`config.mk`:
```
export PLATFORM = sky130hd
export DESIGN_NAME = decode_stage
export DESIGN_NICKNAME = d
export VERILOG_FILES = /design/src/logic/rv_decode_pkg.sv /design/src/logic/decode_hs_reg.sv /design/src/logic/decode_stage.sv /design/src/logic/imm_gen.sv /design/src/logic/inst_classify.sv
export SDC_FILE = /design/constraint.sdc
export NUM_CORES = 1
export LEC_CHECK = 0
export BUFFER_PORTS_ARGS = -buffer_cell sky130_fd_sc_hd__buf_2
export CORE_UTILIZATION = 41
export CTS_BUF_LIST = sky130_fd_sc_hd__clkbuf_8 sky130_fd_sc_hd__clkbuf_16
export CTS_CLUSTER_DIAMETER = 80
export DETAILED_ROUTE_END_ITERATION = 10
export HOLD_SLACK_MARGIN = 0.08
export PLACE_DENSITY_LB_ADDON = 0.08
export SYNTH_ARGS = -nofsm -noshare
export SYNTH_HDL_FRONTEND = slang
export SYNTH_SLANG_ARGS = --single-unit
```
`constraint.sdc`:
```
create_clock -name clk -period 5.8 [get_ports clk]
set_clock_uncertainty 0.15 [all_clocks]
set_input_delay 0.87 -clock clk [delete_from_list [all_inputs] [get_ports clk]]
set_output_delay 0.87 -clock clk [all_outputs]
set_load 0.02 [all_outputs]
```
`src/logic/rv_decode_pkg.sv`:
```
// shared encodings for the RV32I decode stage
// base integer set only; no M extension, CSR or system encodings
// decode word is 17 bits: 3-bit group code on top of a 14-bit flag field
package rv_decode_pkg;

    localparam int INST_W     = 32;
    localparam int REG_ADDR_W = 5;

    // major opcodes, inst[6:0]
    localparam logic [6:0] OPC_LUI    = 7'b0110111;
    localparam logic [6:0] OPC_AUIPC  = 7'b0010111;
    localparam logic [6:0] OPC_JAL    = 7'b1101111;
    localparam logic [6:0] OPC_JALR   = 7'b1100111;
    localparam logic [6:0] OPC_BRANCH = 7'b1100011;
    localparam logic [6:0] OPC_LOAD   = 7'b0000011;
    localparam logic [6:0] OPC_STORE  = 7'b0100011;
    localparam logic [6:0] OPC_OP_IMM = 7'b0010011;
    localparam logic [6:0] OPC_OP     = 7'b0110011;

    // funct7, normal form and sub/sra form
    localparam logic [6:0] F7_BASE = 7'b0000000;
    localparam logic [6:0] F7_ALT  = 7'b0100000;

    localparam int DEC_GRP_W     = 3;
    // flag field sized for the widest group (alu)
    localparam int DEC_PAYLOAD_W = 14;
    // bjp and mem carry 8 flags each, rest is padding
    localparam int DEC_PAD_W     = DEC_PAYLOAD_W - 8;

    typedef enum logic [DEC_GRP_W-1:0] {
        GRP_NONE = 3'd0,
        GRP_ALU  = 3'd1,
        GRP_BJP  = 3'd2,
        GRP_MEM  = 3'd3
    } grp_e;

    // immediate layout chosen by the classifier
    typedef enum logic [2:0] {
        IMM_NONE,
        IMM_I,
        IMM_S,
        IMM_B,
        IMM_U,
        IMM_J,
        IMM_SHIFT
    } imm_fmt_e;

    // group code sits in the top bits of every view
    typedef struct packed {
        grp_e grp;
        logic lui;
        logic auipc;
        logic add;
        logic sub;
        logic sll;
        logic slt;
        logic sltu;
        // bitwise ops, named apart from the keywords
        logic bxor;
        logic srl;
        logic sra;
        logic bor;
        logic band;
        // op2 from immediate, op1 from pc
        logic op2imm;
        logic op1pc;
    } alu_info_t;

    typedef struct packed {
        grp_e                 grp;
        logic                 jump;
        logic                 beq;
        logic                 bne;
        logic                 blt;
        logic                 bge;
        logic                 bltu;
        logic                 bgeu;
        // jalr target base is rs1, not pc
        logic                 op1rs1;
        logic [DEC_PAD_W-1:0] pad;
    } bjp_info_t;

    typedef struct packed {
        grp_e                 grp;
        logic                 lb;
        logic                 lh;
        logic                 lw;
        logic                 lbu;
        logic                 lhu;
        logic                 sb;
        logic                 sh;
        logic                 sw;
        logic [DEC_PAD_W-1:0] pad;
    } mem_info_t;

    // read through the view named by grp
    // GRP_NONE means the whole word is zero
    typedef union packed {
        alu_info_t alu;
        bjp_info_t bjp;
        mem_info_t mem;
    } dec_info_u;

endpackage

```
`src/logic/decode_hs_reg.sv`:
```
// four-phase req/ack capture register for the decode results
// one item in flight; outputs hold from capture until the next capture
// reset drops ack_o and clears all outputs, which reads as GRP_NONE
`timescale 1ns/1ps

module decode_hs_reg (
    input  logic                                 clk,
    input  logic                                 rst_i,
    input  logic                                 req_i,
    input  rv_decode_pkg::dec_info_u             dec_info_i,
    input  logic [rv_decode_pkg::INST_W-1:0]     imm_i,
    input  logic [rv_decode_pkg::REG_ADDR_W-1:0] rs1_addr_i,
    input  logic [rv_decode_pkg::REG_ADDR_W-1:0] rs2_addr_i,
    input  logic [rv_decode_pkg::REG_ADDR_W-1:0] rd_addr_i,
    input  logic                                 rd_we_i,
    output logic                                 ack_o,
    output rv_decode_pkg::dec_info_u             dec_info_o,
    output logic [rv_decode_pkg::INST_W-1:0]     imm_o,
    output logic [rv_decode_pkg::REG_ADDR_W-1:0] rs1_addr_o,
    output logic [rv_decode_pkg::REG_ADDR_W-1:0] rs2_addr_o,
    output logic [rv_decode_pkg::REG_ADDR_W-1:0] rd_addr_o,
    output logic                                 rd_we_o
);

    // IDLE waits for req, HELD waits for req to drop
    typedef enum logic {
        HS_IDLE,
        HS_HELD
    } hs_state_e;

    hs_state_e state;
    logic      capture;

    // first edge with req high while ack low
    assign capture = (state == HS_IDLE) & req_i;

    always_ff @(posedge clk) begin
        if (rst_i) begin
            state <= HS_IDLE;
        end else begin
            case (state)
                HS_IDLE: begin
                    if (req_i) begin
                        state <= HS_HELD;
                    end
                end
                HS_HELD: begin
                    // stays held while the requester keeps req high
                    if (!req_i) begin
                        state <= HS_IDLE;
                    end
                end
                default: state <= HS_IDLE;
            endcase
        end
    end

    // ack straight from the state flop
    assign ack_o = (state == HS_HELD);

    // result register, loads only on IDLE -> HELD
    always_ff @(posedge clk) begin
        if (rst_i) begin
            dec_info_o <= '0;
            imm_o      <= '0;
            rs1_addr_o <= '0;
            rs2_addr_o <= '0;
            rd_addr_o  <= '0;
            rd_we_o    <= 1'b0;
        end else if (capture) begin
            dec_info_o <= dec_info_i;
            imm_o      <= imm_i;
            rs1_addr_o <= rs1_addr_i;
            rs2_addr_o <= rs2_addr_i;
            rd_addr_o  <= rd_addr_i;
            rd_we_o    <= rd_we_i;
        end
    end

endmodule

```
`src/logic/decode_stage.sv`:
```
// registered RV32I decode stage with a four-phase req/ack input
// inst_i must stay stable from req_i rise until ack_o rises
// results valid while ack_o is high and held until the next capture
`timescale 1ns/1ps

module decode_stage (
    input  logic                                 clk,
    input  logic                                 rst_i,
    input  logic                                 req_i,
    input  logic [rv_decode_pkg::INST_W-1:0]     inst_i,
    output logic                                 ack_o,
    output rv_decode_pkg::dec_info_u             dec_info_o,
    output logic [rv_decode_pkg::INST_W-1:0]     imm_o,
    output logic [rv_decode_pkg::REG_ADDR_W-1:0] rs1_addr_o,
    output logic [rv_decode_pkg::REG_ADDR_W-1:0] rs2_addr_o,
    output logic [rv_decode_pkg::REG_ADDR_W-1:0] rd_addr_o,
    output logic                                 rd_we_o
);
    import rv_decode_pkg::*;

    // combinational decode results
    dec_info_u             dec_info;
    imm_fmt_e              imm_fmt;
    logic [INST_W-1:0]     imm;
    logic [REG_ADDR_W-1:0] rs1_addr;
    logic [REG_ADDR_W-1:0] rs2_addr;
    logic [REG_ADDR_W-1:0] rd_addr;
    logic                  rd_we;

    inst_classify u_classify (
        .inst_i     (inst_i),
        .dec_info_o (dec_info),
        .imm_fmt_o  (imm_fmt),
        .rs1_addr_o (rs1_addr),
        .rs2_addr_o (rs2_addr),
        .rd_addr_o  (rd_addr),
        .rd_we_o    (rd_we)
    );

    imm_gen u_imm_gen (
        .inst_i    (inst_i),
        .imm_fmt_i (imm_fmt),
        .imm_o     (imm)
    );

    // capture stage, owns the handshake
    decode_hs_reg u_hs_reg (
        .clk        (clk),
        .rst_i      (rst_i),
        .req_i      (req_i),
        .dec_info_i (dec_info),
        .imm_i      (imm),
        .rs1_addr_i (rs1_addr),
        .rs2_addr_i (rs2_addr),
        .rd_addr_i  (rd_addr),
        .rd_we_i    (rd_we),
        .ack_o      (ack_o),
        .dec_info_o (dec_info_o),
        .imm_o      (imm_o),
        .rs1_addr_o (rs1_addr_o),
        .rs2_addr_o (rs2_addr_o),
        .rd_addr_o  (rd_addr_o),
        .rd_we_o    (rd_we_o)
    );

endmodule

```
`src/logic/imm_gen.sv`:
```
// RV32I immediate builder, combinational
// all layouts sign-extend from inst[31] except the 5-bit shamt
// IMM_NONE gives zero
`timescale 1ns/1ps

module imm_gen (
    input  logic [rv_decode_pkg::INST_W-1:0] inst_i,
    input  rv_decode_pkg::imm_fmt_e          imm_fmt_i,
    output logic [rv_decode_pkg::INST_W-1:0] imm_o
);
    import rv_decode_pkg::*;

    logic [INST_W-1:0] imm_i_type;
    logic [INST_W-1:0] imm_s_type;
    logic [INST_W-1:0] imm_b_type;
    logic [INST_W-1:0] imm_u_type;
    logic [INST_W-1:0] imm_j_type;
    logic [INST_W-1:0] imm_shamt;

    // loads, jalr, op-imm
    assign imm_i_type = {{20{inst_i[31]}}, inst_i[31:20]};
    // store offset split around rs2
    assign imm_s_type = {{20{inst_i[31]}}, inst_i[31:25], inst_i[11:7]};
    // branch offset, bit 0 always clear
    assign imm_b_type = {{20{inst_i[31]}}, inst_i[7], inst_i[30:25], inst_i[11:8], 1'b0};
    // upper 20 bits, low 12 zero
    assign imm_u_type = {inst_i[31:12], 12'b0};
    // jal offset, bit 0 always clear
    assign imm_j_type = {{12{inst_i[31]}}, inst_i[19:12], inst_i[20], inst_i[30:21], 1'b0};
    // shift amount, zero-extended
    assign imm_shamt  = {27'b0, inst_i[24:20]};

    always_comb begin
        case (imm_fmt_i)
            IMM_I:     imm_o = imm_i_type;
            IMM_S:     imm_o = imm_s_type;
            IMM_B:     imm_o = imm_b_type;
            IMM_U:     imm_o = imm_u_type;
            IMM_J:     imm_o = imm_j_type;
            IMM_SHIFT: imm_o = imm_shamt;
            default:   imm_o = '0;
        endcase
    end

endmodule

```
`src/logic/inst_classify.sv`:
```
// combinational RV32I classifier, zero latency
// anything outside the kept alu, branch/jump and load/store sets decodes
// to GRP_NONE with all register accesses and the format cleared
`timescale 1ns/1ps

module inst_classify (
    input  logic [rv_decode_pkg::INST_W-1:0]     inst_i,
    output rv_decode_pkg::dec_info_u             dec_info_o,
    output rv_decode_pkg::imm_fmt_e              imm_fmt_o,
    output logic [rv_decode_pkg::REG_ADDR_W-1:0] rs1_addr_o,
    output logic [rv_decode_pkg::REG_ADDR_W-1:0] rs2_addr_o,
    output logic [rv_decode_pkg::REG_ADDR_W-1:0] rd_addr_o,
    output logic                                 rd_we_o
);
    import rv_decode_pkg::*;

    logic [6:0]            opcode;
    logic [2:0]            funct3;
    logic [6:0]            funct7;
    logic [REG_ADDR_W-1:0] rd;
    logic [REG_ADDR_W-1:0] rs1;
    logic [REG_ADDR_W-1:0] rs2;
    // one-hot funct3
    logic [7:0]            f3_dec;
    logic                  f7_base;
    logic                  f7_alt;

    // opcode matches
    logic is_lui;
    logic is_auipc;
    logic is_jal;
    logic is_jalr;
    logic is_branch;
    logic is_load;
    logic is_store;
    logic is_op_imm;
    logic is_op;

    // fully recognised instruction classes
    logic br_hit;
    logic ld_hit;
    logic st_hit;
    logic opi_shift;
    logic opi_hit;
    logic op_hit;
    logic rri_hit;
    logic alu_hit;
    logic bjp_hit;
    logic mem_hit;

    logic rs1_rd;
    logic rs2_rd;
    logic rd_wr;

    // instruction fields
    assign opcode = inst_i[6:0];
    assign rd     = inst_i[11:7];
    assign funct3 = inst_i[14:12];
    assign rs1    = inst_i[19:15];
    assign rs2    = inst_i[24:20];
    assign funct7 = inst_i[31:25];

    assign f3_dec  = 8'b1 << funct3;
    assign f7_base = (funct7 == F7_BASE);
    assign f7_alt  = (funct7 == F7_ALT);

    assign is_lui    = (opcode == OPC_LUI);
    assign is_auipc  = (opcode == OPC_AUIPC);
    assign is_jal    = (opcode == OPC_JAL);
    assign is_jalr   = (opcode == OPC_JALR) & f3_dec[0];
    assign is_branch = (opcode == OPC_BRANCH);
    assign is_load   = (opcode == OPC_LOAD);
    assign is_store  = (opcode == OPC_STORE);
    assign is_op_imm = (opcode == OPC_OP_IMM);
    assign is_op     = (opcode == OPC_OP);

    // branch funct3 2 and 3 are reserved
    assign br_hit = is_branch & ~f3_dec[2] & ~f3_dec[3];
    // lb lh lw lbu lhu
    assign ld_hit = is_load & (f3_dec[0] | f3_dec[1] | f3_dec[2] | f3_dec[4] | f3_dec[5]);
    // sb sh sw
    assign st_hit = is_store & (f3_dec[0] | f3_dec[1] | f3_dec[2]);

    // shift immediates keep funct7 in imm[11:5]
    assign opi_shift = is_op_imm & ((f3_dec[1] & f7_base) | (f3_dec[5] & (f7_base | f7_alt)));
    assign opi_hit   = opi_shift | (is_op_imm & ~f3_dec[1] & ~f3_dec[5]);
    // only add/sub and srl/sra accept the alternate funct7
    assign op_hit    = is_op & (f7_base | (f7_alt & (f3_dec[0] | f3_dec[5])));
    // reg-imm or reg-reg, funct3 names the same op in both
    assign rri_hit   = opi_hit | op_hit;

    assign alu_hit = is_lui | is_auipc | rri_hit;
    assign bjp_hit = is_jal | is_jalr | br_hit;
    assign mem_hit = ld_hit | st_hit;

    // decode word, one view per group
    always_comb begin
        dec_info_o = '0;
        if (alu_hit) begin
            dec_info_o.alu.grp    = GRP_ALU;
            dec_info_o.alu.lui    = is_lui;
            dec_info_o.alu.auipc  = is_auipc;
            // addi ignores funct7, add needs the base form
            dec_info_o.alu.add    = f3_dec[0] & (opi_hit | (op_hit & f7_base));
            dec_info_o.alu.sub    = op_hit & f3_dec[0] & f7_alt;
            dec_info_o.alu.sll    = rri_hit & f3_dec[1];
            dec_info_o.alu.slt    = rri_hit & f3_dec[2];
            dec_info_o.alu.sltu   = rri_hit & f3_dec[3];
            dec_info_o.alu.bxor   = rri_hit & f3_dec[4];
            dec_info_o.alu.srl    = rri_hit & f3_dec[5] & f7_base;
            dec_info_o.alu.sra    = rri_hit & f3_dec[5] & f7_alt;
            dec_info_o.alu.bor    = rri_hit & f3_dec[6];
            dec_info_o.alu.band   = rri_hit & f3_dec[7];
            dec_info_o.alu.op2imm = opi_hit | is_lui | is_auipc;
            dec_info_o.alu.op1pc  = is_auipc;
        end else if (bjp_hit) begin
            dec_info_o.bjp.grp    = GRP_BJP;
            dec_info_o.bjp.jump   = is_jal | is_jalr;
            dec_info_o.bjp.beq    = br_hit & f3_dec[0];
            dec_info_o.bjp.bne    = br_hit & f3_dec[1];
            dec_info_o.bjp.blt    = br_hit & f3_dec[4];
            dec_info_o.bjp.bge    = br_hit & f3_dec[5];
            dec_info_o.bjp.bltu   = br_hit & f3_dec[6];
            dec_info_o.bjp.bgeu   = br_hit & f3_dec[7];
            dec_info_o.bjp.op1rs1 = is_jalr;
        end else if (mem_hit) begin
            dec_info_o.mem.grp = GRP_MEM;
            dec_info_o.mem.lb  = ld_hit & f3_dec[0];
            dec_info_o.mem.lh  = ld_hit & f3_dec[1];
            dec_info_o.mem.lw  = ld_hit & f3_dec[2];
            dec_info_o.mem.lbu = ld_hit & f3_dec[4];
            dec_info_o.mem.lhu = ld_hit & f3_dec[5];
            dec_info_o.mem.sb  = st_hit & f3_dec[0];
            dec_info_o.mem.sh  = st_hit & f3_dec[1];
            dec_info_o.mem.sw  = st_hit & f3_dec[2];
        end
    end

    // register file access
    assign rs1_rd = (alu_hit | bjp_hit | mem_hit) & ~is_lui & ~is_auipc & ~is_jal;
    assign rs2_rd = op_hit | st_hit | br_hit;
    assign rd_wr  = is_lui | is_auipc | is_jal | is_jalr | ld_hit | opi_hit | op_hit;

    // unused addresses read as x0
    assign rs1_addr_o = rs1_rd ? rs1 : '0;
    assign rs2_addr_o = rs2_rd ? rs2 : '0;
    assign rd_addr_o  = rd_wr ? rd : '0;
    assign rd_we_o    = rd_wr;

    // immediate layout
    always_comb begin
        if (is_lui | is_auipc) begin
            imm_fmt_o = IMM_U;
        end else if (is_jal) begin
            imm_fmt_o = IMM_J;
        end else if (br_hit) begin
            imm_fmt_o = IMM_B;
        end else if (st_hit) begin
            imm_fmt_o = IMM_S;
        end else if (opi_shift) begin
            imm_fmt_o = IMM_SHIFT;
        end else if (ld_hit | is_jalr | opi_hit) begin
            imm_fmt_o = IMM_I;
        end else begin
            imm_fmt_o = IMM_NONE;
        end
    end

endmodule

```
==> results of run 1 <==
-- power groups by stage --
stage,Sequential (W),Clock (W),Combinational [W]
after global placement,0.000466,0,0.0000995
after global routing,0.000457,0.000406,0.000111
after CTS,0.000456,0.000387,0.000100
final,0.000456,0.000380,0.000100
after floorplan,0.000474,0,0.0000555
after detailed placement,0.000466,0,0.0000996
-- cells in the mapped netlist, types with 3 or more instances --
cell / count
dfxtp_1: 65
nand2_1: 51
a22oi_1: 44
a21oi_1: 22
clkbuf_1: 15
o21ai_0: 14
nor2_1: 13
a22o_1: 10
buf_2: 9
nand2b_1: 7
nand3_1: 7
nor3_1: 7
a21boi_0: 5
a32o_1: 5
nand4_1: 5
o211ai_1: 5
a211oi_1: 4
a31oi_1: 4
and3_1: 4
inv_1: 4
buf_4: 3
buf_6: 3
nor2b_1: 3
nor4_1: 3
o41ai_1: 3
-- worst max path at each step --
stage	slack, ns	start	endpoint	cells after the start
2_1_floorplan	2.97	inst_i[6]	u_hs_reg.imm_o[12]$_SDFFE_PP0P_	7
3_3_place_gp	2.51	inst_i[13]	u_hs_reg.imm_o[13]$_SDFFE_PP0P_	6
3_5_place_dp	2.48	inst_i[6]	u_hs_reg.rs1_addr_o[1]$_SDFFE_PP0P_	6
4_1_cts	2.84	inst_i[6]	u_hs_reg.rs1_addr_o[1]$_SDFFE_PP0P_	6
5_1_grt	2.48	inst_i[6]	u_hs_reg.rs1_addr_o[1]$_SDFFE_PP0P_	6
6_report	2.77	inst_i[6]	u_hs_reg.rs1_addr_o[3]$_SDFFE_PP0P_	6
-- metrics by stage --
stage | utilization | instance area (µm²) | worst slack, ns | power [W]
2_1_floorplan | - | 3180 | 2.97 | 0.000529
3_3_place_gp | 0.500 | 3680 | 2.51 | 0.000565
3_5_place_dp | 0.500 | 3680 | 2.48 | 0.000565
4_1_cts | 0.526 | 3880 | 2.84 | 0.000943
5_1_grt | 0.526 | 3880 | 2.48 | 0.000973
6_report | 0.526 | 3880 | 2.77 | 0.000935
-- flip-flops by register name, indices dropped and copies added, names as in the netlist --
name and cells:
u_hs_reg.ack_o 1, u_hs_reg.dec_info_o 16, u_hs_reg.imm_o 32, u_hs_reg.rd_addr_o 5
u_hs_reg.rd_we_o 1, u_hs_reg.rs1_addr_o 5, u_hs_reg.rs2_addr_o 5
-- cells by family (layout without fill, tap and decap cells) --
logic type,Yosys count,count (layout),share of synthesized area
AOI/OAI and AO/OA,141,141,0.331
other,1,1,0.00118
and+or+nand+nor,119,119,0.194
muxes,2,2,0.00668
buffers and inverters,35,123,0.0554
DFF,65,65,0.409
xor gates and xnor gates,1,1,0.00275
-- critical path, stage by stage --
cell,delay [ns]
buf_2,0.15
nand4b_4,0.20
nor3_1,0.72
nand4_1,0.39
a41oi_1,0.61
a22o_1,0.22
-- final cells by class --
| class | instances | area [µm²] | area share |
|---|---|---|---|
| multi-input cells | 264 | 1710 | 0.442 |
| clock inverters | 5 | 56.3 | 0.0145 |
| clock buffers | 10 | 138 | 0.0355 |
| flip-flops and latches | 65 | 1300 | 0.336 |
| well taps | 99 | 124 | 0.0319 |
| inverters | 5 | 18.8 | 0.00484 |
| repair buffers | 103 | 526 | 0.136 |
-- metal layers --
layer,wire (µm),global-route usage,vias to the layer above
li1,-,-,1555
met1,4270,0.322,1502
met2,4200,0.357,116
met3,524,0.0491,14
met5,0,0,-
met4,155,0.0766,0
==> impl_metrics.yaml, run 1 <==
status:
  status: "finished, final reports clean"
finish:
  antenna_cells_inserted: 0
  most-common-layout-cells: "99 x buf_2, 65 x dfxtp_1, 51 x nand2_1"
  fin_cells: 551
  final_common_cell: "buf_2"
  area_growth_syn_to_layout_pct: 21.8
  fin_nets: 483
  share_of_final_layout_standard_cells_stronger_than_drive_strength_1: 0.292
  n_fill_cell: 742
detailed_routing:
  post_drt_wl_per_cell_um: 16.6
  detail-route-antenna-nets: 0
  drc: 0
  drt_first_pass_iters: 5
  via_count: 3187
  viasPerCell: 5.78
  drt_initial_violations: 261
  wl_um: 9150
timing:
  grt_setup_unrepaired: "false"
  fin_crit_ns: 3.03
  finalSetupViolations: 0
  final.hold.worst_slack_ns: 0.305
  worst_slew_pin_slew_ns: 1.15
  report.final.hold_viol_count: 0
  fin_crit_sh: 0.522
  final.setup.tns_ns: 0
  timing.slew.headroom: 0.232
  maxClockFrequency_ghz: 0.330
  slew_viol_final: 0
yosys:
  synth_top_cell_area_share: 0.409
  avgSynthCellArea_um2: 8.75
  synthDominantAreaCellType: "dfxtp_1"
  syn-num-nets: 399
  netlist_area_um2: 3180
  yosys_warnings: 0
  synth_area_leaders: "dfxtp_1 41%, a22oi_1 10%, nand2_1 6.0%"
  synthCells: 364
  synth.ff_latch_count: 65
  synth_async_sr_flop_share: 0
  synth_sequential_area_ratio: 0.409
  synthFlopType: "dfxtp_1"
  synth.lib_cells_used.distinct: 62
  synth-edff-count: 0
die:
  fp.coreArea_um2: 7370
  design.portCount: 101
  die_area_um2: 8120
  initial_core_util: 0.432
  core.rowCount: 31
  die_width_um: 90.1
  die_height_um: 90.1
clock_network:
  clock_tree.buffer_depth: 2
  clk_latency_ns: 0.33
  cts-resized-gates: 0
  cts_hold_repair.buffers: 0
  cts_root_buffer: "clkbuf_8"
  cts_htree_levels: 3
  post-cts-setup-buffers: 0
  path_clk_slew_ns: 0.07
  cts_tree: "built"
  cts_sinks: 65
  cts_inserted_buffers: 9
placed_design:
  portBuffers: 99
  hpwl_um: 6470
  place_congestion: 0.854
  place_inst: 536
global_routing:
  grt_max_degree: 63
  grt_antenna_before_repair: 0
  track_usage: 0.232
  grt_first_pass_wirelength_um: 15100
  via_count_of_the_first_global_routing_pass: 2915
  total_global_routing_overflow: 0
critical_path:
  endpoint_of_the_lowest_slack_register_to_register_path: "u_hs_reg.rd_we_o$_SDFFE_PP0P_"
  r2r_cells: 5
  reg2reg_from: "u_hs_reg.ack_o$_SDFF_PP0_"
  worstPathMaxFanout: 10
  arrival_ns: 3.16
  setup.worst_path.start_class: "input pin"
  setup.reg_to_reg.worst_slack_ns: 3.72
  end_kind: "flop"
  worstSetupPathType: "in2reg"
  critical_path_required_ns: 5.93
power:
  netSwitchingFraction: 0.262
  p_clk_frac: 0.406
  power.switching_w: 0.000245
  leakage_nw: 1.56
  combPwrFrac: 0.107
  sequentialPowerShare: 0.487
  vdd_drop_max_mv: 0.105
  power_density_nw_per_um2: 241
  cell_internal_pwr_w: 0.000691
worst_hold_path:
  min_path_type: "reg2reg"
  hold-path-endpoint: "u_hs_reg.dec_info_o[4]$_SDFFE_PP0P_"
  hold-path-cell-count: 2
  timing.hold.worst.start: "u_hs_reg.dec_info_o[4]$_SDFFE_PP0P_"
flow_run:
  drv_cap: 0
No activity file was read; power rests on OpenSTA's default activity.
==> inputs of run 2 (changes only) <==
ABC_AREA = 1   (was unset)
clock period = 2.5 ns   (was 5.8 ns; I/O delays follow)
==> run 2 against run 1 <==
  * Utilization shrank 0.38 points
  * Design area up 12%
  * First-iteration DRC count shrank 40%
  * Highest routed layer unchanged
==> impl_metrics.yaml, run 2 <==
yosys:
  synth.ff_latch_count: 65
  synth_async_sr_flop_share: 0
  syn-num-nets: 561
  synthDominantAreaCellType: "dfxtp_1"
  synthCells: 526
  synthFlopType: "dfxtp_1"
  synth_area_leaders: "dfxtp_1 37%, nand2_1 14%, a21oi_1 7.6%"
  most_frequent_cell_after_synthesis: "nand2_1"
  avgSynthCellArea_um2: 6.76
  most_used_standard_cells_in_the_synthesized_netlist: "132 x nand2_1, 65 x dfxtp_1, 54 x a21oi_1"
  netlist_area_um2: 3560
  synth-edff-count: 0
  synth_top_cell_area_share: 0.366
  yosys_warnings: 0
  synth_sequential_area_ratio: 0.366
  synth.lib_cells_used.distinct: 38
critical_path:
  end_kind: "flop"
  setup.reg_to_reg.worst_slack_ns: 1.00
  worstPathMaxFanout: 11
  reg2reg_from: "u_hs_reg.ack_o$_SDFF_PP0_"
  worstSetupPathType: "in2reg"
  arrival_ns: 2.09
  setup.worst_path.start_class: "input pin"
  endpoint_of_the_lowest_slack_register_to_register_path: "u_hs_reg.imm_o[10]$_SDFFE_PP0P_"
  critical_path_required_ns: 2.58
  r2r_cells: 6
placed_design:
  portBuffers: 99
  hpwl_um: 8430
  place_worst_setup_slack_ns: 0.182
  place_congestion: 0.911
timing:
  post-route-worst-setup-slack_ns: 0.484
  maxClockFrequency_ghz: 0.496
  final.setup.tns_ns: 0
  report.final.hold_viol_count: 0
  fin_crit_ns: 2.02
  finalSetupViolations: 0
  worst_slew_pin_slew_ns: 0.720
  fin_crit_sh: 0.806
  timing.slew.headroom: 0.520
  slew_viol_final: 0
  grt_setup_unrepaired: "false"
worst_hold_path:
  hold-path-endpoint: "u_hs_reg.ack_o$_SDFF_PP0_"
  timing.hold.worst.start: "req_i"
  hold-path-cell-count: 3
  min_path_type: "in2reg"
die:
  core.rowCount: 33
  initial_core_util: 0.428
  die_height_um: 95.1
  fp.coreArea_um2: 8300
  design.portCount: 101
  die_area_um2: 9050
  die_width_um: 95.1
power:
  leakage_nw: 2.17
  cell_internal_pwr_w: 0.00165
  netSwitchingFraction: 0.281
  p_clk_frac: 0.411
  power.switching_w: 0.000646
  sequentialPowerShare: 0.464
  power_density_nw_per_um2: 530
  combPwrFrac: 0.124
  vdd_drop_max_mv: 0.290
clock_network:
  cts_sinks: 65
  post-cts-setup-buffers: 0
  cts_root_buffer: "clkbuf_8"
  cts-resized-gates: 0
  clock_tree.buffer_depth: 2
  clk_latency_ns: 0.35
  cts_htree_levels: 3
  cts_inserted_buffers: 9
  path_clk_slew_ns: 0.08
  cts_tree: "built"
  cts_hold_repair.buffers: 0
finish:
  largest_register_ff_count: 32
  antenna_cells_inserted: 0
  share_of_final_layout_standard_cells_stronger_than_drive_strength_1: 0.283
  largest_registers: "u_hs_reg.imm_o (32), u_hs_reg.dec_info_o (16)"
  fin_nets: 651
  max_flop_register: "u_hs_reg.imm_o"
  most-common-layout-cells: "132 x nand2_1, 99 x buf_2, 65 x dfxtp_1"
  final_common_cell: "nand2_1"
  area_growth_syn_to_layout_pct: 21.9
  n_fill_cell: 879
global_routing:
  via_count_of_the_first_global_routing_pass: 3420
  total_global_routing_overflow: 0
  track_usage: 0.257
  grt_max_degree: 77
  grt_antenna_before_repair: 0
  grt_first_pass_wirelength_um: 17600
flow_run:
  drv_cap: 0
detailed_routing:
  wl_um: 11300
  detail-route-antenna-nets: 0
  post_drt_wl_per_cell_um: 15.6
  viasPerCell: 5.20
  drt_first_pass_iters: 4
  drt_initial_violations: 156
  via_count: 3776
  drc: 0
status:
  status: "finished, final reports clean"
[run 2: routing by layer]
metal  wire, µm  global-route usage  part of all wire
met4        422               0.140             0.037
met5          0                   0                 0
met2       5020               0.400              0.44
met1       5270               0.334              0.46
met3        632              0.0470             0.056
[run 2: cell type report]
class                           instances  area [µm²]  share of cell area
Clock buffer                           11         151              0.0349
Timing Repair Buffer                  110         591               0.136
Sequential cell                        65        1300               0.300
Inverter                               49         184              0.0424
Tap cell                              105         131              0.0303
Multi-Input combinational cell        381        1920               0.443
Clock inverter                          5        55.1              0.0127
[run 2: logic make-up after synthesis]
| family | count (synthesis) | share of synthesized area |
|---|---|---|
| flops | 65 | 0.366 |
| buf+inv | 80 | 0.0957 |
| compound gates | 111 | 0.178 |
| simple gates | 269 | 0.359 |
| other cells | 1 | 0.00105 |
[run 2: power groups by stage]
stage	sequential [W]	combinational [W]	clock, W
floorplan	0.00112	0.000144	0
global placement	0.00109	0.000285	0
detailed placement	0.00109	0.000284	0
CTS	0.00107	0.000286	0.000962
global route	0.00107	0.000313	0.000999
finish	0.00107	0.000286	0.000945
[run 2: stage by stage]
stage	hold slack, ns	power (W)	utilization	cells	instance area, µm²
3_5_place_dp	0.302	0.00138	0.498	710	4130
2_1_floorplan	0.350	0.00126	-	526	3560
3_3_place_gp	0.302	0.00138	0.498	710	4130
5_1_grt	0.142	0.00238	0.522	726	4340
4_1_cts	0.109	0.00232	0.522	726	4340
6_report	0.119	0.00230	0.522	726	4340
[run 2: how the worst max path moves through the flow]
| stage | start | to | slack (ns) |
|---|---|---|---|
| floorplan | inst_i[31] | u_hs_reg.imm_o[30]$_SDFFE_PP0P_ | 0.68 |
| global placement | inst_i[13] | u_hs_reg.imm_o[14]$_SDFFE_PP0P_ | 0.15 |
| detailed placement | inst_i[13] | u_hs_reg.imm_o[14]$_SDFFE_PP0P_ | 0.18 |
| CTS | inst_i[13] | u_hs_reg.imm_o[14]$_SDFFE_PP0P_ | 0.55 |
| global route | inst_i[13] | u_hs_reg.imm_o[14]$_SDFFE_PP0P_ | 0.34 |
| finish | inst_i[13] | u_hs_reg.imm_o[14]$_SDFFE_PP0P_ | 0.48 |
[run 2: critical path, cell delays in order]
cell and delay [ns]:
buf_2 0.16, inv_2 0.10, nor2_1 0.20, nor2_1 0.08, nand2_1 0.09, buf_4 0.20, inv_2 0.10, nand2_1 0.20
o21ai_1 0.10, a21oi_1 0.22, nand3_1 0.13, nand2_1 0.08, a21oi_1 0.06
==> inputs of run 3 (changes only) <==
clock period = 1.8 ns   (was 2.5 ns; I/O delays follow)
==> run 3 against run 2 <==
  * Combinational power grew 65%
  * Utilization rose by 6.8 points
  * Die area unchanged
  * Flip-flop and latch count unchanged
==> impl_metrics.yaml, run 3 (synthesis gave the netlist of run 2 again) <==
status:
  status: "finished, final reports clean"
power:
  power.switching_w: 0.000917
  leakage_nw: 2.51
  combPwrFrac: 0.139
  netSwitchingFraction: 0.269
  sequentialPowerShare: 0.434
  power_density_nw_per_um2: 696
  cell_internal_pwr_w: 0.00250
  design_power_w: 0.00341
  p_clk_frac: 0.427
  vdd_drop_max_mv: 0.352
critical_path:
  timing.critical_path.slowest_stage_cell: "nor2_2"
  critical_path_buf_inv_count: 4
  reg2reg_from: "u_hs_reg.ack_o$_SDFF_PP0_"
  critical_path.cell_chain: "buf_2 > inv_1 > nand2_1 > nor2_2 > buf_4 > nand2_1 > nand3_1 > nand2_2 > nand4_1 > buf_4 > nand3_1 > a21oi_1"
  endpoint_of_the_lowest_slack_register_to_register_path: "u_hs_reg.imm_o[14]$_SDFFE_PP0P_"
  r2r_cells: 5
  timing.critical_path.slowest_cell_delay_ns: 0.22
  arrival_ns: 1.81
  worstSetupPathType: "in2reg"
  worstPathMaxFanout: 6
  critical_path_required_ns: 1.93
  setup.reg_to_reg.worst_slack_ns: 0.26
  path_depth: 12
  cpLargestDelayFamily: "simple AND/OR/NAND/NOR gates"
  cp-startpoint: "inst_i[26]"
  setup.worst_path.start_class: "input pin"
  end_kind: "flop"
clock_network:
  cts_sinks: 65
  clk_latency_ns: 0.35
  cts_htree_levels: 3
  path_clk_slew_ns: 0.08
  cts_inserted_buffers: 9
  cts_tree: "built"
  cts_root_buffer: "clkbuf_8"
  cts-resized-gates: 0
  clock_tree.buffer_depth: 2
global_routing:
  grt_max_degree: 39
  grt_first_pass_wirelength_um: 18500
  total_global_routing_overflow: 0
  track_usage: 0.272
  via_count_of_the_first_global_routing_pass: 3797
  grt_antenna_before_repair: 0
detailed_routing:
  drc: 0
  detail-route-antenna-nets: 0
  wl_um: 11700
  drt_first_pass_iters: 4
  viasPerCell: 5.03
  drt_initial_violations: 170
  via_count: 3981
  post_drt_wl_per_cell_um: 14.8
die:
  die_area_um2: 9050
  die_width_um: 95.1
  die_height_um: 95.1
  initial_core_util: 0.428
  design.portCount: 101
  fp.coreArea_um2: 8300
  core.rowCount: 33
finish:
  n_fill_cell: 852
  total_area_of_multi_input_combinational_cells_um2: 1920
  max_flop_register: "u_hs_reg.imm_o"
  final_common_cell: "nand2_1"
  most-common-layout-cells: "132 x nand2_1, 99 x buf_2, 65 x dfxtp_1"
  area_growth_syn_to_layout_pct: 37.9
  largest_register_ff_count: 32
  fin_nets: 716
  antenna_cells_inserted: 0
  seqCellArea_um2: 1300
  largest_registers: "u_hs_reg.imm_o (32), u_hs_reg.dec_info_o (16)"
  share_of_final_layout_standard_cells_stronger_than_drive_strength_1: 0.341
worst_hold_path:
  min_path_type: "in2reg"
  timing.hold.worst.start: "inst_i[15]"
  hold-path-endpoint: "u_hs_reg.rs1_addr_o[0]$_SDFFE_PP0P_"
  hold-path-cell-count: 3
placed_design:
  portBuffers: 99
  place_congestion: 0.951
  hpwl_um: 9010
timing:
  maxClockFrequency_ghz: 0.594
  report.final.hold_viol_count: 0
  grt_setup_unrepaired: "false"
  slew_viol_final: 0
  fin_crit_sh: 0.936
  final.setup.tns_ns: 0
  fin_crit_ns: 1.68
  finalSetupViolations: 0
flow_run:
  drv_cap: 0
==> run 3: metrics by stage <==
stage	utilization	setup WS, ns	cell area (µm²)	hold WS, ns	cells
floorplan	-	0.0805	3560	0.245	526
global placement	0.554	-0.205	4590	0.300	767
detailed placement	0.554	-0.185	4590	0.303	767
CTS	0.591	0.166	4900	0.0833	791
global route	0.591	0.0379	4900	0.0942	791
finish	0.591	0.115	4900	0.0908	791
==> run 3: layer usage <==
| metal | up-vias | share of wire | GRT usage |
|---|---|---|---|
| met5 | - | 0 | 0 |
| met4 | 0 | 0.028 | 0.117 |
| met3 | 23 | 0.041 | 0.0486 |
| met2 | 115 | 0.47 | 0.461 |
| met1 | 1802 | 0.46 | 0.337 |
| li1 | 2041 | - | - |
==> run 3: layout make-up <==
class / count / share of cell area
clock buffer: 11 / 0.0309
clock inverter: 5 / 0.0158
inverter: 49 / 0.0375
multi-input combinational: 381 / 0.392
sequential: 65 / 0.265
tap: 105 / 0.0268
timing repair buffer: 175 / 0.232
==> run 3: power groups by stage <==
| stage | clock network [W] | logic (W) | registers [W] |
|---|---|---|---|
| after CTS | 0.00148 | 0.000475 | 0.00148 |
| after global placement | 0 | 0.000459 | 0.00151 |
| final | 0.00146 | 0.000473 | 0.00148 |
| after floorplan | 0 | 0.000200 | 0.00155 |
| after global routing | 0.00154 | 0.000516 | 0.00149 |
| after detailed placement | 0 | 0.000460 | 0.00152 |
==> run 3: worst reg2reg max path: stages, from the launching register on <==
cell and delay (ns):
dfxtp_1 0.34, nor2_4 0.13, clkinv_1 0.29, buf_4 0.35, nand2_1 0.10, a21oi_1 0.06
==> run 3: worst max-delay path by stage <==
stage                                              end
floorplan              u_hs_reg.imm_o[30]$_SDFFE_PP0P_
global placement        u_hs_reg.imm_o[3]$_SDFFE_PP0P_
detailed placement  u_hs_reg.rd_addr_o[1]$_SDFFE_PP0P_
CTS                 u_hs_reg.rd_addr_o[4]$_SDFFE_PP0P_
global route        u_hs_reg.rd_addr_o[2]$_SDFFE_PP0P_
finish              u_hs_reg.rd_addr_o[2]$_SDFFE_PP0P_
==> run 3: what timing repair did <==
item / CTS / global route
endpoints found under the hold margin: 8 / 0
hold buffers: 8 / 0
buffers inserted: 0 / 0
setup endpoints to repair: 0 / 0
